<file path="config.mk">
export PLATFORM = sky130hd
export DESIGN_NAME = cce_src_sel
export DESIGN_NICKNAME = d
export VERILOG_FILES = /design/src/cce_pkg.sv /design/src/cce_regs_if.sv /design/src/cce_src_sel.sv /design/src/cce_fu_sel.sv /design/src/cce_way_sel.sv /design/src/cce_operand_mux.sv
export SDC_FILE = /design/constraint.sdc
export NUM_CORES = 1
export LEC_CHECK = 0
export CAP_MARGIN = 20
export CORE_AREA = 2 2 376 378
export DETAILED_ROUTE_END_ITERATION = 8
export DIE_AREA = 0 0 378 380
export DONT_BUFFER_PORTS = 1
export SYNTH_ARGS = -nofsm -noshare
export SYNTH_HDL_FRONTEND = slang
export SYNTH_SLANG_ARGS = --single-unit
export TNS_END_PERCENT = 1
</file>
<file path="constraint.sdc">
create_clock -name vclk -period 6.4
set_input_delay 0.96 -clock vclk [all_inputs]
set_output_delay 0.96 -clock vclk [all_outputs]
set_load 0.01 [all_outputs]
</file>
<file path="src/cce_pkg.sv">
// shared widths, selector encodings and the MSHR layout for the CCE source select datapath
package cce_pkg;

  localparam int gpr_width     = 64;
  localparam int num_gpr       = 8;
  localparam int gpr_sel_width = $clog2(num_gpr);
  localparam int num_flags     = 16;
  localparam int paddr_width   = 40;
  localparam int lce_id_width  = 3;
  localparam int way_width     = 3;
  localparam int coh_width     = 3;

  typedef enum logic [coh_width-1:0] {
    e_coh_i = 3'd0,
    e_coh_s = 3'd1,
    e_coh_e = 3'd2,
    e_coh_f = 3'd3,
    e_coh_m = 3'd4,
    e_coh_o = 3'd5
  } coh_state_e;

  // operand source class from the decoded instruction
  typedef enum logic [2:0] {
    e_src_sel_gpr     = 3'd0,
    e_src_sel_flag    = 3'd1,
    e_src_sel_special = 3'd2,
    e_src_sel_param   = 3'd3,
    e_src_sel_imm     = 3'd4
  } src_sel_e;

  // register, flag, special or param number, depending on the class
  typedef logic [3:0] opd_t;

  typedef enum logic [3:0] {
    e_opd_req_lce        = 4'd0,
    e_opd_req_addr       = 4'd1,
    e_opd_req_way        = 4'd2,
    e_opd_lru_addr       = 4'd3,
    e_opd_lru_way        = 4'd4,
    e_opd_owner_lce      = 4'd5,
    e_opd_owner_way      = 4'd6,
    e_opd_next_coh_state = 4'd7,
    e_opd_flags          = 4'd8,
    e_opd_flags_and_mask = 4'd9,
    e_opd_sharers_hit    = 4'd10,
    e_opd_sharers_way    = 4'd11,
    e_opd_sharers_state  = 4'd12
  } special_e;

  typedef enum logic [3:0] {
    e_opd_cce_id            = 4'd0,
    e_opd_num_lce           = 4'd1,
    e_opd_num_cce           = 4'd2,
    e_opd_num_wg            = 4'd3,
    e_opd_auto_fwd_msg      = 4'd4,
    e_opd_coh_state_default = 4'd5
  } param_e;

  // r0..r7 share codes 0..7 in every functional unit selector
  typedef enum logic [3:0] {
    e_addr_sel_r0, e_addr_sel_r1, e_addr_sel_r2, e_addr_sel_r3,
    e_addr_sel_r4, e_addr_sel_r5, e_addr_sel_r6, e_addr_sel_r7,
    e_addr_sel_mshr_req,
    e_addr_sel_mshr_lru,
    e_addr_sel_zero
  } addr_sel_e;

  typedef enum logic [3:0] {
    e_lce_sel_r0, e_lce_sel_r1, e_lce_sel_r2, e_lce_sel_r3,
    e_lce_sel_r4, e_lce_sel_r5, e_lce_sel_r6, e_lce_sel_r7,
    e_lce_sel_mshr_req,
    e_lce_sel_mshr_owner,
    e_lce_sel_zero
  } lce_sel_e;

  typedef enum logic [3:0] {
    e_way_sel_r0, e_way_sel_r1, e_way_sel_r2, e_way_sel_r3,
    e_way_sel_r4, e_way_sel_r5, e_way_sel_r6, e_way_sel_r7,
    e_way_sel_mshr_req,
    e_way_sel_mshr_owner,
    e_way_sel_mshr_lru,
    e_way_sel_sh_way,
    e_way_sel_zero
  } way_sel_e;

  typedef enum logic [3:0] {
    e_coh_sel_r0, e_coh_sel_r1, e_coh_sel_r2, e_coh_sel_r3,
    e_coh_sel_r4, e_coh_sel_r5, e_coh_sel_r6, e_coh_sel_r7,
    e_coh_sel_next_coh_state,
    e_coh_sel_sharer_state,
    e_coh_sel_inst_imm
  } coh_sel_e;

  // 114 bits, lce_id in the top bits
  typedef struct packed {
    logic [lce_id_width-1:0] lce_id;
    logic [paddr_width-1:0]  paddr;
    logic [way_width-1:0]    way_id;
    logic [paddr_width-1:0]  lru_paddr;
    logic [way_width-1:0]    lru_way_id;
    logic [lce_id_width-1:0] owner_lce_id;
    logic [way_width-1:0]    owner_way_id;
    coh_state_e              next_coh_state;
    logic [num_flags-1:0]    flags;
  } mshr_t;

  // sharer entry number held in the register named by an operand field
  function automatic logic [lce_id_width-1:0] sharer_idx(
    input logic [num_gpr-1:0][gpr_width-1:0] gpr,
    input opd_t                              opd
  );
    return gpr[opd[gpr_sel_width-1:0]][lce_id_width-1:0];
  endfunction

  // raw bits 6 and 7 name no state and read as I
  function automatic coh_state_e coh_from_bits(input logic [coh_width-1:0] bits);
    coh_state_e st;
    if (bits > coh_width'(e_coh_o)) begin
      st = e_coh_i;
    end else begin
      st = coh_state_e'(bits);
    end
    return st;
  endfunction

endpackage
</file>
<file path="src/cce_regs_if.sv">
// register file, MSHR, immediate and sharer vectors fanned out from the top level to the muxes
`timescale 1ns/1ps

interface cce_regs_if #(
  parameter int num_lce_p = 8
);
  import cce_pkg::*;

  logic [num_gpr-1:0][gpr_width-1:0]   gpr;
  mshr_t                               mshr;
  logic [gpr_width-1:0]                imm;
  logic [num_lce_p-1:0]                sharers_hits;
  logic [num_lce_p-1:0][way_width-1:0] sharers_ways;
  coh_state_e [num_lce_p-1:0]          sharers_states;

  modport src (
    output gpr, mshr, imm, sharers_hits, sharers_ways, sharers_states
  );

  modport dst (
    input gpr, mshr, imm, sharers_hits, sharers_ways, sharers_states
  );

endinterface

</file>
<file path="src/cce_src_sel.sv">
// top of the CCE source select datapath: plain ports in, operand and functional unit selects out
`timescale 1ns/1ps

module cce_src_sel #(
  parameter int num_lce_p        = 8,
  parameter int num_cce_p        = 1,
  parameter int num_way_groups_p = 64
) (
  input  cce_pkg::src_sel_e                                   src_a_sel_i,
  input  cce_pkg::opd_t                                       src_a_i,
  input  cce_pkg::src_sel_e                                   src_b_sel_i,
  input  cce_pkg::opd_t                                       src_b_i,
  input  cce_pkg::addr_sel_e                                  addr_sel_i,
  input  cce_pkg::lce_sel_e                                   lce_sel_i,
  input  cce_pkg::way_sel_e                                   way_sel_i,
  input  cce_pkg::way_sel_e                                   lru_way_sel_i,
  input  cce_pkg::coh_sel_e                                   coh_state_sel_i,

  input  logic [cce_pkg::num_gpr-1:0][cce_pkg::gpr_width-1:0] gpr_i,
  input  cce_pkg::mshr_t                                      mshr_i,
  input  logic [cce_pkg::gpr_width-1:0]                       imm_i,
  input  logic                                                cce_id_i,
  input  logic                                                auto_fwd_msg_i,
  input  cce_pkg::coh_state_e                                 coh_state_default_i,
  input  logic [num_lce_p-1:0]                                sharers_hits_i,
  input  logic [num_lce_p-1:0][cce_pkg::way_width-1:0]        sharers_ways_i,
  input  cce_pkg::coh_state_e [num_lce_p-1:0]                 sharers_coh_states_i,

  output logic [cce_pkg::gpr_width-1:0]                       src_a_o,
  output logic [cce_pkg::gpr_width-1:0]                       src_b_o,
  output logic [cce_pkg::paddr_width-1:0]                     addr_o,
  output logic                                                addr_bypass_o,
  output logic [cce_pkg::lce_id_width-1:0]                    lce_o,
  output logic [cce_pkg::way_width-1:0]                       way_o,
  output logic [cce_pkg::way_width-1:0]                       lru_way_o,
  output cce_pkg::coh_state_e                                 state_o
);

  cce_regs_if #(.num_lce_p(num_lce_p)) regs_if ();

  assign regs_if.gpr            = gpr_i;
  assign regs_if.mshr           = mshr_i;
  assign regs_if.imm            = imm_i;
  assign regs_if.sharers_hits   = sharers_hits_i;
  assign regs_if.sharers_ways   = sharers_ways_i;
  assign regs_if.sharers_states = sharers_coh_states_i;

  // operand A indexes sharers through operand B's register
  cce_operand_mux #(
    .num_lce_p(num_lce_p), .num_cce_p(num_cce_p),
    .num_way_groups_p(num_way_groups_p), .sharers_en_p(1'b1)
  ) u_src_a (
    .sel_i(src_a_sel_i), .opd_i(src_a_i), .sharer_opd_i(src_b_i),
    .cce_id_i(cce_id_i), .auto_fwd_msg_i(auto_fwd_msg_i),
    .coh_state_default_i(coh_state_default_i), .regs(regs_if), .operand_o(src_a_o)
  );

  cce_operand_mux #(
    .num_lce_p(num_lce_p), .num_cce_p(num_cce_p),
    .num_way_groups_p(num_way_groups_p), .sharers_en_p(1'b0)
  ) u_src_b (
    .sel_i(src_b_sel_i), .opd_i(src_b_i), .sharer_opd_i(src_a_i),
    .cce_id_i(cce_id_i), .auto_fwd_msg_i(auto_fwd_msg_i),
    .coh_state_default_i(coh_state_default_i), .regs(regs_if), .operand_o(src_b_o)
  );

  cce_way_sel #(.num_lce_p(num_lce_p)) u_way (
    .sel_i(way_sel_i), .sharer_opd_i(src_a_i), .regs(regs_if), .way_o(way_o)
  );

  cce_way_sel #(.num_lce_p(num_lce_p)) u_lru_way (
    .sel_i(lru_way_sel_i), .sharer_opd_i(src_a_i), .regs(regs_if), .way_o(lru_way_o)
  );

  cce_fu_sel #(.num_lce_p(num_lce_p)) u_fu_sel (
    .addr_sel_i(addr_sel_i), .lce_sel_i(lce_sel_i), .coh_sel_i(coh_state_sel_i),
    .sharer_opd_i(src_a_i), .regs(regs_if), .addr_o(addr_o),
    .addr_bypass_o(addr_bypass_o), .lce_o(lce_o), .state_o(state_o)
  );

endmodule

</file>
<file path="src/cce_fu_sel.sv">
// address, LCE id and coherence state selects feeding the directory and message units
`timescale 1ns/1ps

module cce_fu_sel #(
  parameter int num_lce_p = 8
) (
  input  cce_pkg::addr_sel_e               addr_sel_i,
  input  cce_pkg::lce_sel_e                lce_sel_i,
  input  cce_pkg::coh_sel_e                coh_sel_i,
  input  cce_pkg::opd_t                    sharer_opd_i,
  cce_regs_if.dst                          regs,
  output logic [cce_pkg::paddr_width-1:0]  addr_o,
  output logic                             addr_bypass_o,
  output logic [cce_pkg::lce_id_width-1:0] lce_o,
  output cce_pkg::coh_state_e              state_o
);
  import cce_pkg::*;

  logic [lce_id_width-1:0] sh_idx;

  assign sh_idx = sharer_idx(regs.gpr, sharer_opd_i);

  always_comb begin
    addr_o        = '0;
    addr_bypass_o = 1'b0;
    unique case (addr_sel_i)
      e_addr_sel_r0, e_addr_sel_r1, e_addr_sel_r2, e_addr_sel_r3,
      e_addr_sel_r4, e_addr_sel_r5, e_addr_sel_r6, e_addr_sel_r7: begin
        addr_o        = regs.gpr[gpr_sel_width'(addr_sel_i)][paddr_width-1:0];
        addr_bypass_o = 1'b1;
      end
      e_addr_sel_mshr_req: addr_o = regs.mshr.paddr;
      e_addr_sel_mshr_lru: addr_o = regs.mshr.lru_paddr;
      // constant zero needs no MSHR read either
      e_addr_sel_zero: begin
        addr_o        = '0;
        addr_bypass_o = 1'b1;
      end
      default: begin
        addr_o        = '0;
        addr_bypass_o = 1'b0;
      end
    endcase
  end

  always_comb begin
    lce_o = '0;
    unique case (lce_sel_i)
      e_lce_sel_r0, e_lce_sel_r1, e_lce_sel_r2, e_lce_sel_r3,
      e_lce_sel_r4, e_lce_sel_r5, e_lce_sel_r6, e_lce_sel_r7: begin
        lce_o = regs.gpr[gpr_sel_width'(lce_sel_i)][lce_id_width-1:0];
      end
      e_lce_sel_mshr_req:   lce_o = regs.mshr.lce_id;
      e_lce_sel_mshr_owner: lce_o = regs.mshr.owner_lce_id;
      e_lce_sel_zero:       lce_o = '0;
      default:              lce_o = '0;
    endcase
  end

  always_comb begin
    state_o = e_coh_i;
    unique case (coh_sel_i)
      e_coh_sel_r0, e_coh_sel_r1, e_coh_sel_r2, e_coh_sel_r3,
      e_coh_sel_r4, e_coh_sel_r5, e_coh_sel_r6, e_coh_sel_r7: begin
        state_o = coh_from_bits(regs.gpr[gpr_sel_width'(coh_sel_i)][coh_width-1:0]);
      end
      e_coh_sel_next_coh_state: state_o = regs.mshr.next_coh_state;
      e_coh_sel_sharer_state: begin
        if (int'(sh_idx) < num_lce_p) begin
          state_o = regs.sharers_states[sh_idx];
        end
      end
      e_coh_sel_inst_imm: state_o = coh_from_bits(regs.imm[coh_width-1:0]);
      default:            state_o = e_coh_i;
    endcase
    // MSHR and sharer states arrive typed from upstream and must stay legal
    assert (state_o inside {e_coh_i, e_coh_s, e_coh_e, e_coh_f, e_coh_m, e_coh_o})
      else $error("fu select: illegal coherence state %0d", state_o);
  end

endmodule

</file>
<file path="src/cce_way_sel.sv">
// way id select for the directory and message units, instanced for way and LRU way
`timescale 1ns/1ps

module cce_way_sel #(
  parameter int num_lce_p = 8
) (
  input  cce_pkg::way_sel_e             sel_i,
  input  cce_pkg::opd_t                 sharer_opd_i,
  cce_regs_if.dst                       regs,
  output logic [cce_pkg::way_width-1:0] way_o
);
  import cce_pkg::*;

  logic [lce_id_width-1:0] sh_idx;

  // sharer entry comes through operand A's register
  assign sh_idx = sharer_idx(regs.gpr, sharer_opd_i);

  always_comb begin
    way_o = '0;
    unique case (sel_i)
      e_way_sel_r0, e_way_sel_r1, e_way_sel_r2, e_way_sel_r3,
      e_way_sel_r4, e_way_sel_r5, e_way_sel_r6, e_way_sel_r7: begin
        way_o = regs.gpr[gpr_sel_width'(sel_i)][way_width-1:0];
      end
      e_way_sel_mshr_req:   way_o = regs.mshr.way_id;
      e_way_sel_mshr_owner: way_o = regs.mshr.owner_way_id;
      e_way_sel_mshr_lru:   way_o = regs.mshr.lru_way_id;
      e_way_sel_sh_way: begin
        if (int'(sh_idx) < num_lce_p) begin
          way_o = regs.sharers_ways[sh_idx];
        end
      end
      e_way_sel_zero:       way_o = '0;
      default:              way_o = '0;
    endcase
  end

endmodule

</file>
<file path="src/cce_operand_mux.sv">
// one ALU/branch operand chosen by source class and code, used for operand A and operand B
`timescale 1ns/1ps

module cce_operand_mux #(
  parameter int num_lce_p        = 8,
  parameter int num_cce_p        = 1,
  parameter int num_way_groups_p = 64,
  parameter bit sharers_en_p     = 1'b1
) (
  input  cce_pkg::src_sel_e             sel_i,
  input  cce_pkg::opd_t                 opd_i,
  input  cce_pkg::opd_t                 sharer_opd_i,
  input  logic                          cce_id_i,
  input  logic                          auto_fwd_msg_i,
  input  cce_pkg::coh_state_e           coh_state_default_i,
  cce_regs_if.dst                       regs,
  output logic [cce_pkg::gpr_width-1:0] operand_o
);
  import cce_pkg::*;

  logic [lce_id_width-1:0] sh_idx;
  logic                    sh_hit;
  logic [way_width-1:0]    sh_way;
  coh_state_e              sh_state;

  assign sh_idx = sharer_idx(regs.gpr, sharer_opd_i);

  // sharer lookup, zero past the last LCE
  always_comb begin
    sh_hit   = 1'b0;
    sh_way   = '0;
    sh_state = e_coh_i;
    if (sharers_en_p && (int'(sh_idx) < num_lce_p)) begin
      sh_hit   = regs.sharers_hits[sh_idx];
      sh_way   = regs.sharers_ways[sh_idx];
      sh_state = regs.sharers_states[sh_idx];
    end
  end

  always_comb begin
    operand_o = '0;
    unique case (sel_i)
      e_src_sel_gpr: begin
        if (opd_i < opd_t'(num_gpr)) begin
          operand_o = regs.gpr[opd_i[gpr_sel_width-1:0]];
        end
      end
      e_src_sel_flag: begin
        operand_o[0] = regs.mshr.flags[opd_i];
      end
      e_src_sel_special: begin
        assert (opd_i <= opd_t'(e_opd_sharers_state))
          else $error("operand mux: special code %0d out of range", opd_i);
        unique case (special_e'(opd_i))
          e_opd_req_lce:        operand_o[lce_id_width-1:0] = regs.mshr.lce_id;
          e_opd_req_addr:       operand_o[paddr_width-1:0] = regs.mshr.paddr;
          e_opd_req_way:        operand_o[way_width-1:0] = regs.mshr.way_id;
          e_opd_lru_addr:       operand_o[paddr_width-1:0] = regs.mshr.lru_paddr;
          e_opd_lru_way:        operand_o[way_width-1:0] = regs.mshr.lru_way_id;
          e_opd_owner_lce:      operand_o[lce_id_width-1:0] = regs.mshr.owner_lce_id;
          e_opd_owner_way:      operand_o[way_width-1:0] = regs.mshr.owner_way_id;
          e_opd_next_coh_state: operand_o[coh_width-1:0] = regs.mshr.next_coh_state;
          e_opd_flags:          operand_o[num_flags-1:0] = regs.mshr.flags;
          e_opd_flags_and_mask: begin
            operand_o[num_flags-1:0] = regs.mshr.flags & regs.imm[num_flags-1:0];
          end
          // operand A only, the B instance builds without sharer lookup
          e_opd_sharers_hit:    operand_o[0] = sh_hit;
          e_opd_sharers_way:    operand_o[way_width-1:0] = sh_way;
          e_opd_sharers_state:  operand_o[coh_width-1:0] = sh_state;
          default:              operand_o = '0;
        endcase
      end
      e_src_sel_param: begin
        assert (opd_i <= opd_t'(e_opd_coh_state_default))
          else $error("operand mux: param code %0d out of range", opd_i);
        unique case (param_e'(opd_i))
          e_opd_cce_id:            operand_o[0] = cce_id_i;
          e_opd_num_lce:           operand_o = gpr_width'(num_lce_p);
          e_opd_num_cce:           operand_o = gpr_width'(num_cce_p);
          e_opd_num_wg:            operand_o = gpr_width'(num_way_groups_p);
          e_opd_auto_fwd_msg:      operand_o[0] = auto_fwd_msg_i;
          e_opd_coh_state_default: operand_o[coh_width-1:0] = coh_state_default_i;
          default:                 operand_o = '0;
        endcase
      end
      e_src_sel_imm: begin
        operand_o = regs.imm;
      end
      default: begin
        operand_o = '0;
      end
    endcase
  end

endmodule

</file>
==> summary.md, run 1 <==
| Metric | Value |
|---|---|
| Crit Path Category | in2out |
| Layout cells sized above 1 | 32.2% |
| Final net count | 2230 |
| Yosys warnings | 0 |
| DRT antenna net count | 0 |
| Dpl ws | 1590 ps |
| Vias per Instance | 5.19 |
| Element type at the critical path start | input port |
| Initial core utilization | 11.7% |
| Leakage | 5.25 nW |
| CORE AREA | 139000 µm² |
| Fmax | 0.211 GHz |
| # IOs | 966 |
| RSZ-0062 raised after global routing | no |
| Placed cell area | 18300 µm² |
| Pwr per Cell Area | 63.1 nW/µm² |
| Total track usage | 18.0% |
| Final GP Congestion | 1.06 |
| Synthesized area | 16300 µm² |
| PnR worst setup slack | 1650 ps |
| Fin util | 13.2% |
| Die Span X | 378 µm |
| Synthesized area per cell | 10.2 µm² |
| Iter 0 DRT Violations | 2240 |
| PostCTS Resize Cnt | 0 |
| CP required | 5440 ps |
| Worst-Margin Slew | 1210 ps |
| DR pass1 iterations | 8 |
| Crit-path cells | mux4_2, mux2i_4, mux2_2, nor2_1, a211oi_1, a21oi_1, o211ai_1 |
| Flop pwr share | 0% |
| Count of final hold-check violations | 0 |
| I/O Buffers | 0 |
| Tcrit/Tclk final | 74.2% |
| Psw | 0.000563 W |
| Logic pwr share | 100.0% |
| WP depth | 7 |
| Worst path top cell family by delay | multiplexers |
| CTS Hold Bufs | 0 |
| Post-CTS Setup Inserts | 0 |
| Rel. slew slack | 20.2% |
| Crit path capture type | output port |
| Max-slew violations | 0 |
| Vias in the first global route | 17400 |
| Die Y | 380 µm |
| Max-cap viol count | 0 |
| Clock buf count | 0 |
| Max stage delay on crit path | 750 ps |
| Distinct cell type count after synthesis | 53 |
| Final Setup Violations | 0 |
| Crit path time final | 4750 ps |
| Hold crit path type | in2out |
| Status | finished, final reports clean |
| First-pass GRT wire length | 175000 µm |
| Post-DR wirelength/cell | 40.7 µm |
| Setup TNS | 0 ps |
| WHS Path Cells | 2 |
| Sequential area share after synthesis | 0% |
| Area Growth Syn to Fin | 13.1% |
| Clock power share | 0% |
| Worst endpoint data arrival time | 3790 ps |
| Initial antenna violation count | 30 |
| Total power | 0.00116 W |
| Seq_cells | 0 |
| DP HPWL | 113000 µm |
| Wire length after detailed routing | 137000 µm |
| CP Max Fanout | 156 |
| Multi-input logic area | 15500 µm² |
| Highest ir drop seen on vdd | 0.0000300 V |
| Slowest CP cell | o211ai_1 |
| Largest net degree at the start of global routing | 164 |
| Die area | 144000 µm² |
| Syn Inst Count | 1591 |
| Switch share | 48.5% |
| Via Count | 17500 |
| Global route total overflow | 0 |
| FF/Latch Area | 0 µm² |
| DR DRC count | 0 |
| Std-Cell Rows | 137 |
| Post-synthesis net count | 2376 |
| CP bufs+invs | 0 |
| Design area | 18400 µm² |
| Filler cell count | 15800 |
| Cell Int Power | 0.000599 W |
## metal layers
metal | GRT usage [%] | up-vias | part of all wire (%)
met1 | 20.3 | 8966 | 35
met4 | 8.54 | 18 | 6.1
met2 | 27.5 | 1588 | 43
met5 | 0 | - | 0.11
li1 | - | 6591 | -
met3 | 9.93 | 288 | 15
## synth_stat cells (3+ instances only)
cell type	number	area (µm²)
a211oi_1	19	143
nand2b_1	36	225
buf_4	6	45.0
o22ai_1	10	62.6
inv_1	7	26.3
mux4_2	372	8380
buf_2	40	200
a32o_1	7	70.1
a21oi_1	67	335
buf_6	3	33.8
o221ai_1	57	499
mux2_2	13	146
a21o_1	3	22.5
o21ai_0	133	666
and2_1	3	18.8
nand3_1	12	60.1
nand3b_1	10	75.1
mux2i_1	227	2270
nor2b_1	21	131
clkbuf_1	105	394
nor2_1	32	120
nor3_1	7	35.0
nor3b_1	4	30.0
nand2_1	175	657
a221oi_1	7	61.3
or2_2	4	25.0
buf_1	44	165
nor4b_1	4	35.0
a32oi_1	24	210
a31oi_1	8	50.1
a22oi_1	103	773
nor4bb_1	3	30.0
## power groups by stage
stage                    Clock [W]  Combinational (W)  Sequential [W]
finish              0.000000000892            0.00116               0
global route        0.000000000273            0.00122               0
CTS                              0            0.00116               0
detailed placement               0            0.00116               0
global placement                 0            0.00116               0
floorplan                        0           0.000956               0
## placed cells by master, fill, tap and decap left out, types with 3 or more instances in the layout
master / Yosys / final
a22oi_1: 103 / 103
diode_2: 0 / 45
a31oi_1: 8 / 8
mux4_2: 372 / 372
mux2i_2: 1 / 4
o21ai_0: 133 / 127
a21oi_1: 67 / 67
buf_4: 6 / 48
a32oi_1: 24 / 24
a221oi_1: 7 / 7
a32o_1: 7 / 7
inv_1: 7 / 6
a21o_1: 3 / 3
mux2i_1: 227 / 224
o221ai_1: 57 / 57
o22ai_1: 10 / 10
nor2_1: 32 / 31
nor4b_2: 0 / 3
nor3_1: 7 / 5
nand3_1: 12 / 12
mux2_2: 13 / 13
o21ai_1: 1 / 7
nand2_1: 175 / 172
nand3b_1: 10 / 10
nand2b_1: 36 / 35
or2_2: 4 / 4
nor2b_1: 21 / 21
a211oi_1: 19 / 19
## worst paths after layout
kind | to | slack, ps | start
min | src_b_o[23] | 2070 | imm_i[23]
max | src_a_o[1] | 1650 | src_b_i[1]
## cells by family (layout without fill, tap and decap cells)
kind of cell	count (synthesis)	in the layout	share of synthesized area (%)
compound gates	455	455	18.8
buf+inv	205	57	5.31
mux	616	616	66.9
other cells	0	45	0
simple gates	315	315	9.05
## metrics by stage
step | cells | hold WS [ps]
after floorplan | 1591 | 2000
after global placement | 3316 | 2040
after detailed placement | 3318 | 2040
after CTS | 3318 | 2040
after global routing | 3332 | 2040
final | 3364 | 2070
## final cells by class
class                      count  area share (%)
inverter                       7           0.156
antenna                       45           0.612
tap                         1876            12.7
multi-input combinational   1386            84.4
timing repair buffer          50            2.11
No activity file was read; power rests on OpenSTA's default activity.
==> run 2, diff against run 1 <==
Clock period 6.4 ns to 4.7 ns, I/O delays scaled along.
==> run 2 against run 1 <==
Net effect:
- final area up 1.3%
- setup slack worse by 1100 ps
- total power up 36%
- utilization up 0.17 points
- sequential share of layout area unchanged
- via count up 0.20%
- sequential cell count unchanged
- count of clock-buffer cells in the layout unchanged
- critical path depth up 1
- largest power group unchanged
- highest routed layer unchanged
==> summary.md, run 2 (synthesis gave the netlist of run 1 again) <==
| Metric | Value |
|---|---|
| Largest net degree at the start of global routing | 164 (unchanged) |
| Max-cap viol count | 0 (unchanged) |
| Final net count | 2262 (+1.4%) |
| Die Y | 380 µm (unchanged) |
| RSZ-0062 raised after global routing | no |
| Crit path capture type | output port |
| Leakage | 5.43 nW (+3.3%) |
| Max-slew violations | 0 (unchanged) |
| Std-Cell Rows | 137 (unchanged) |
| Seq_cells | 0 (unchanged) |
| Hold crit path type | in2out |
| Clock power share | 0% (unchanged) |
| DR pass1 iterations | 6 (-2) |
| Vias in the first global route | 16900 (-2.6%) |
| Total power | 0.00159 W (+36%) |
| Count of final hold-check violations | 0 (unchanged) |
| Rel. slew slack | 29.5% (+9.3 points) |
| Global route total overflow | 0 (unchanged) |
| I/O Buffers | 0 (unchanged) |
| Crit Path Category | in2out |
| CORE AREA | 139000 µm² (unchanged) |
| DP HPWL | 112000 µm (-0.71%) |
| Slowest CP cell | a211oi_1 |
| Worst endpoint data arrival time | 3400 ps (-390 ps) |
| CP required | 3990 ps (-1450 ps) |
| Max stage delay on crit path | 590 ps (-160 ps) |
| WHS | 1520 ps (-548 ps) |
| DRT antenna net count | 0 (unchanged) |
| # IOs | 966 (unchanged) |
| Fmax | 0.243 GHz |
| Worst path most repeated cell | nor2_1 |
| Flop pwr share | 0% (unchanged) |
| PostCTS Resize Cnt | 0 (unchanged) |
| Iter 0 DRT Violations | 2272 (+1.4%) |
| Final Setup Violations | 0 (unchanged) |
| Psw | 0.000752 W (+33%) |
| DR DRC count | 0 (unchanged) |
| Via Count | 17500 (+0.20%) |
| Initial antenna violation count | 29 (-3.3%) |
| CP bufs+invs | 1 (+1) |
| Most frequent cells in the layout | mux4_2 (372), mux2i_1 (224), nand2_1 (172) |
| Highest ir drop seen on vdd | 0.0000545 V (+82%) |
| Final GP Congestion | 1.04 (-1.6%) |
| Filler cell count | 15900 (+0.29%) |
| First-pass GRT wire length | 174000 µm (-0.51%) |
| CP Max Fanout | 156 (unchanged) |
| FF/Latch Area | 0 µm² (unchanged) |
| Post-DR wirelength/cell | 40.5 µm (-0.46%) |
| Crit path time final | 4110 ps |
| CTS Hold Bufs | 0 (unchanged) |
| Pwr per Cell Area | 85.1 nW/µm² (+35%) |
| Cell Int Power | 0.000835 W (+39%) |
| Status | finished, final reports clean |
| Switch share | 47.4% (-1.1 points) |
| Clock buf count | 0 (unchanged) |
| Layout cells sized above 1 | 33.8% (+1.5 points) |
| Worst path top cell family by delay | compound AO/OA/AOI/OAI gates |
| Element type at the critical path start | input port |
| Logic pwr share | 100.0% (about the same) |
| Tcrit/Tclk final | 87.4% |
| Post-CTS Setup Inserts | 0 (unchanged) |
| Area Growth Syn to Fin | 14.6% |
| Setup TNS | 0 ps (unchanged) |
| Total track usage | 18.0% (about the same) |
| Die area | 144000 µm² (unchanged) |
| Die Span X | 378 µm (unchanged) |
| Leading cell type in the layout, fill and taps excluded | mux4_2 |
| Worst-Margin Slew | 1080 ps (-139 ps) |
| Vias per Instance | 5.17 (-0.36%) |
| Initial core utilization | 11.7% (unchanged) |
| Wire length after detailed routing | 137000 µm (+0.10%) |
| Crit-path cells | mux4_2, mux2i_4, buf_4, nor2_1, a211oi_1, nor2_1, a31oi_1, o22ai_1 |
-- run 2: power by group through the flow --
| stage | clock network (W) | logic, W | registers [W] |
|---|---|---|---|
| CTS | 0 | 0.00158 | 0 |
| finish | 0.000000000828 | 0.00159 | 0 |
| global route | 0.000000000403 | 0.00166 | 0 |
| detailed placement | 0 | 0.00158 | 0 |
| global placement | 0 | 0.00157 | 0 |
| floorplan | 0 | 0.00130 | 0 |
-- run 2: final timing paths --
kind           from            end  slack, ps  depth (start not counted)
min   addr_sel_i[3]  addr_bypass_o       1520                          1
max      src_b_i[1]     src_b_o[0]        590                          8
-- run 2: final cells by class --
class | instances | area (µm²) | share of cell area (%)
timing repair buffer | 82 | 653 | 3.50
tap | 1876 | 2350 | 12.6
antenna | 32 | 80.1 | 0.429
inverter | 7 | 28.8 | 0.154
multi-input combinational | 1386 | 15500 | 83.3
-- run 2: layer usage --
metal / GRT usage [%] / wire length, µm / part of all wire (%)
met3: 9.79 / 20500 / 15
met5: 0.236 / 242 / 0.18
met1: 20.4 / 48900 / 36
met4: 7.61 / 7450 / 5.4
met2: 27.8 / 59800 / 44
-- run 2: metrics by stage --
step	util, %	std cells	setup slack, ps	area [µm²]
3_3_place_gp	13.3	3348	795	18600
6_report	13.4	3383	593	18700
5_1_grt	13.4	3365	547	18600
2_1_floorplan	-	1591	1260	16300
3_5_place_dp	13.3	3349	762	18600
4_1_cts	13.3	3349	747	18600
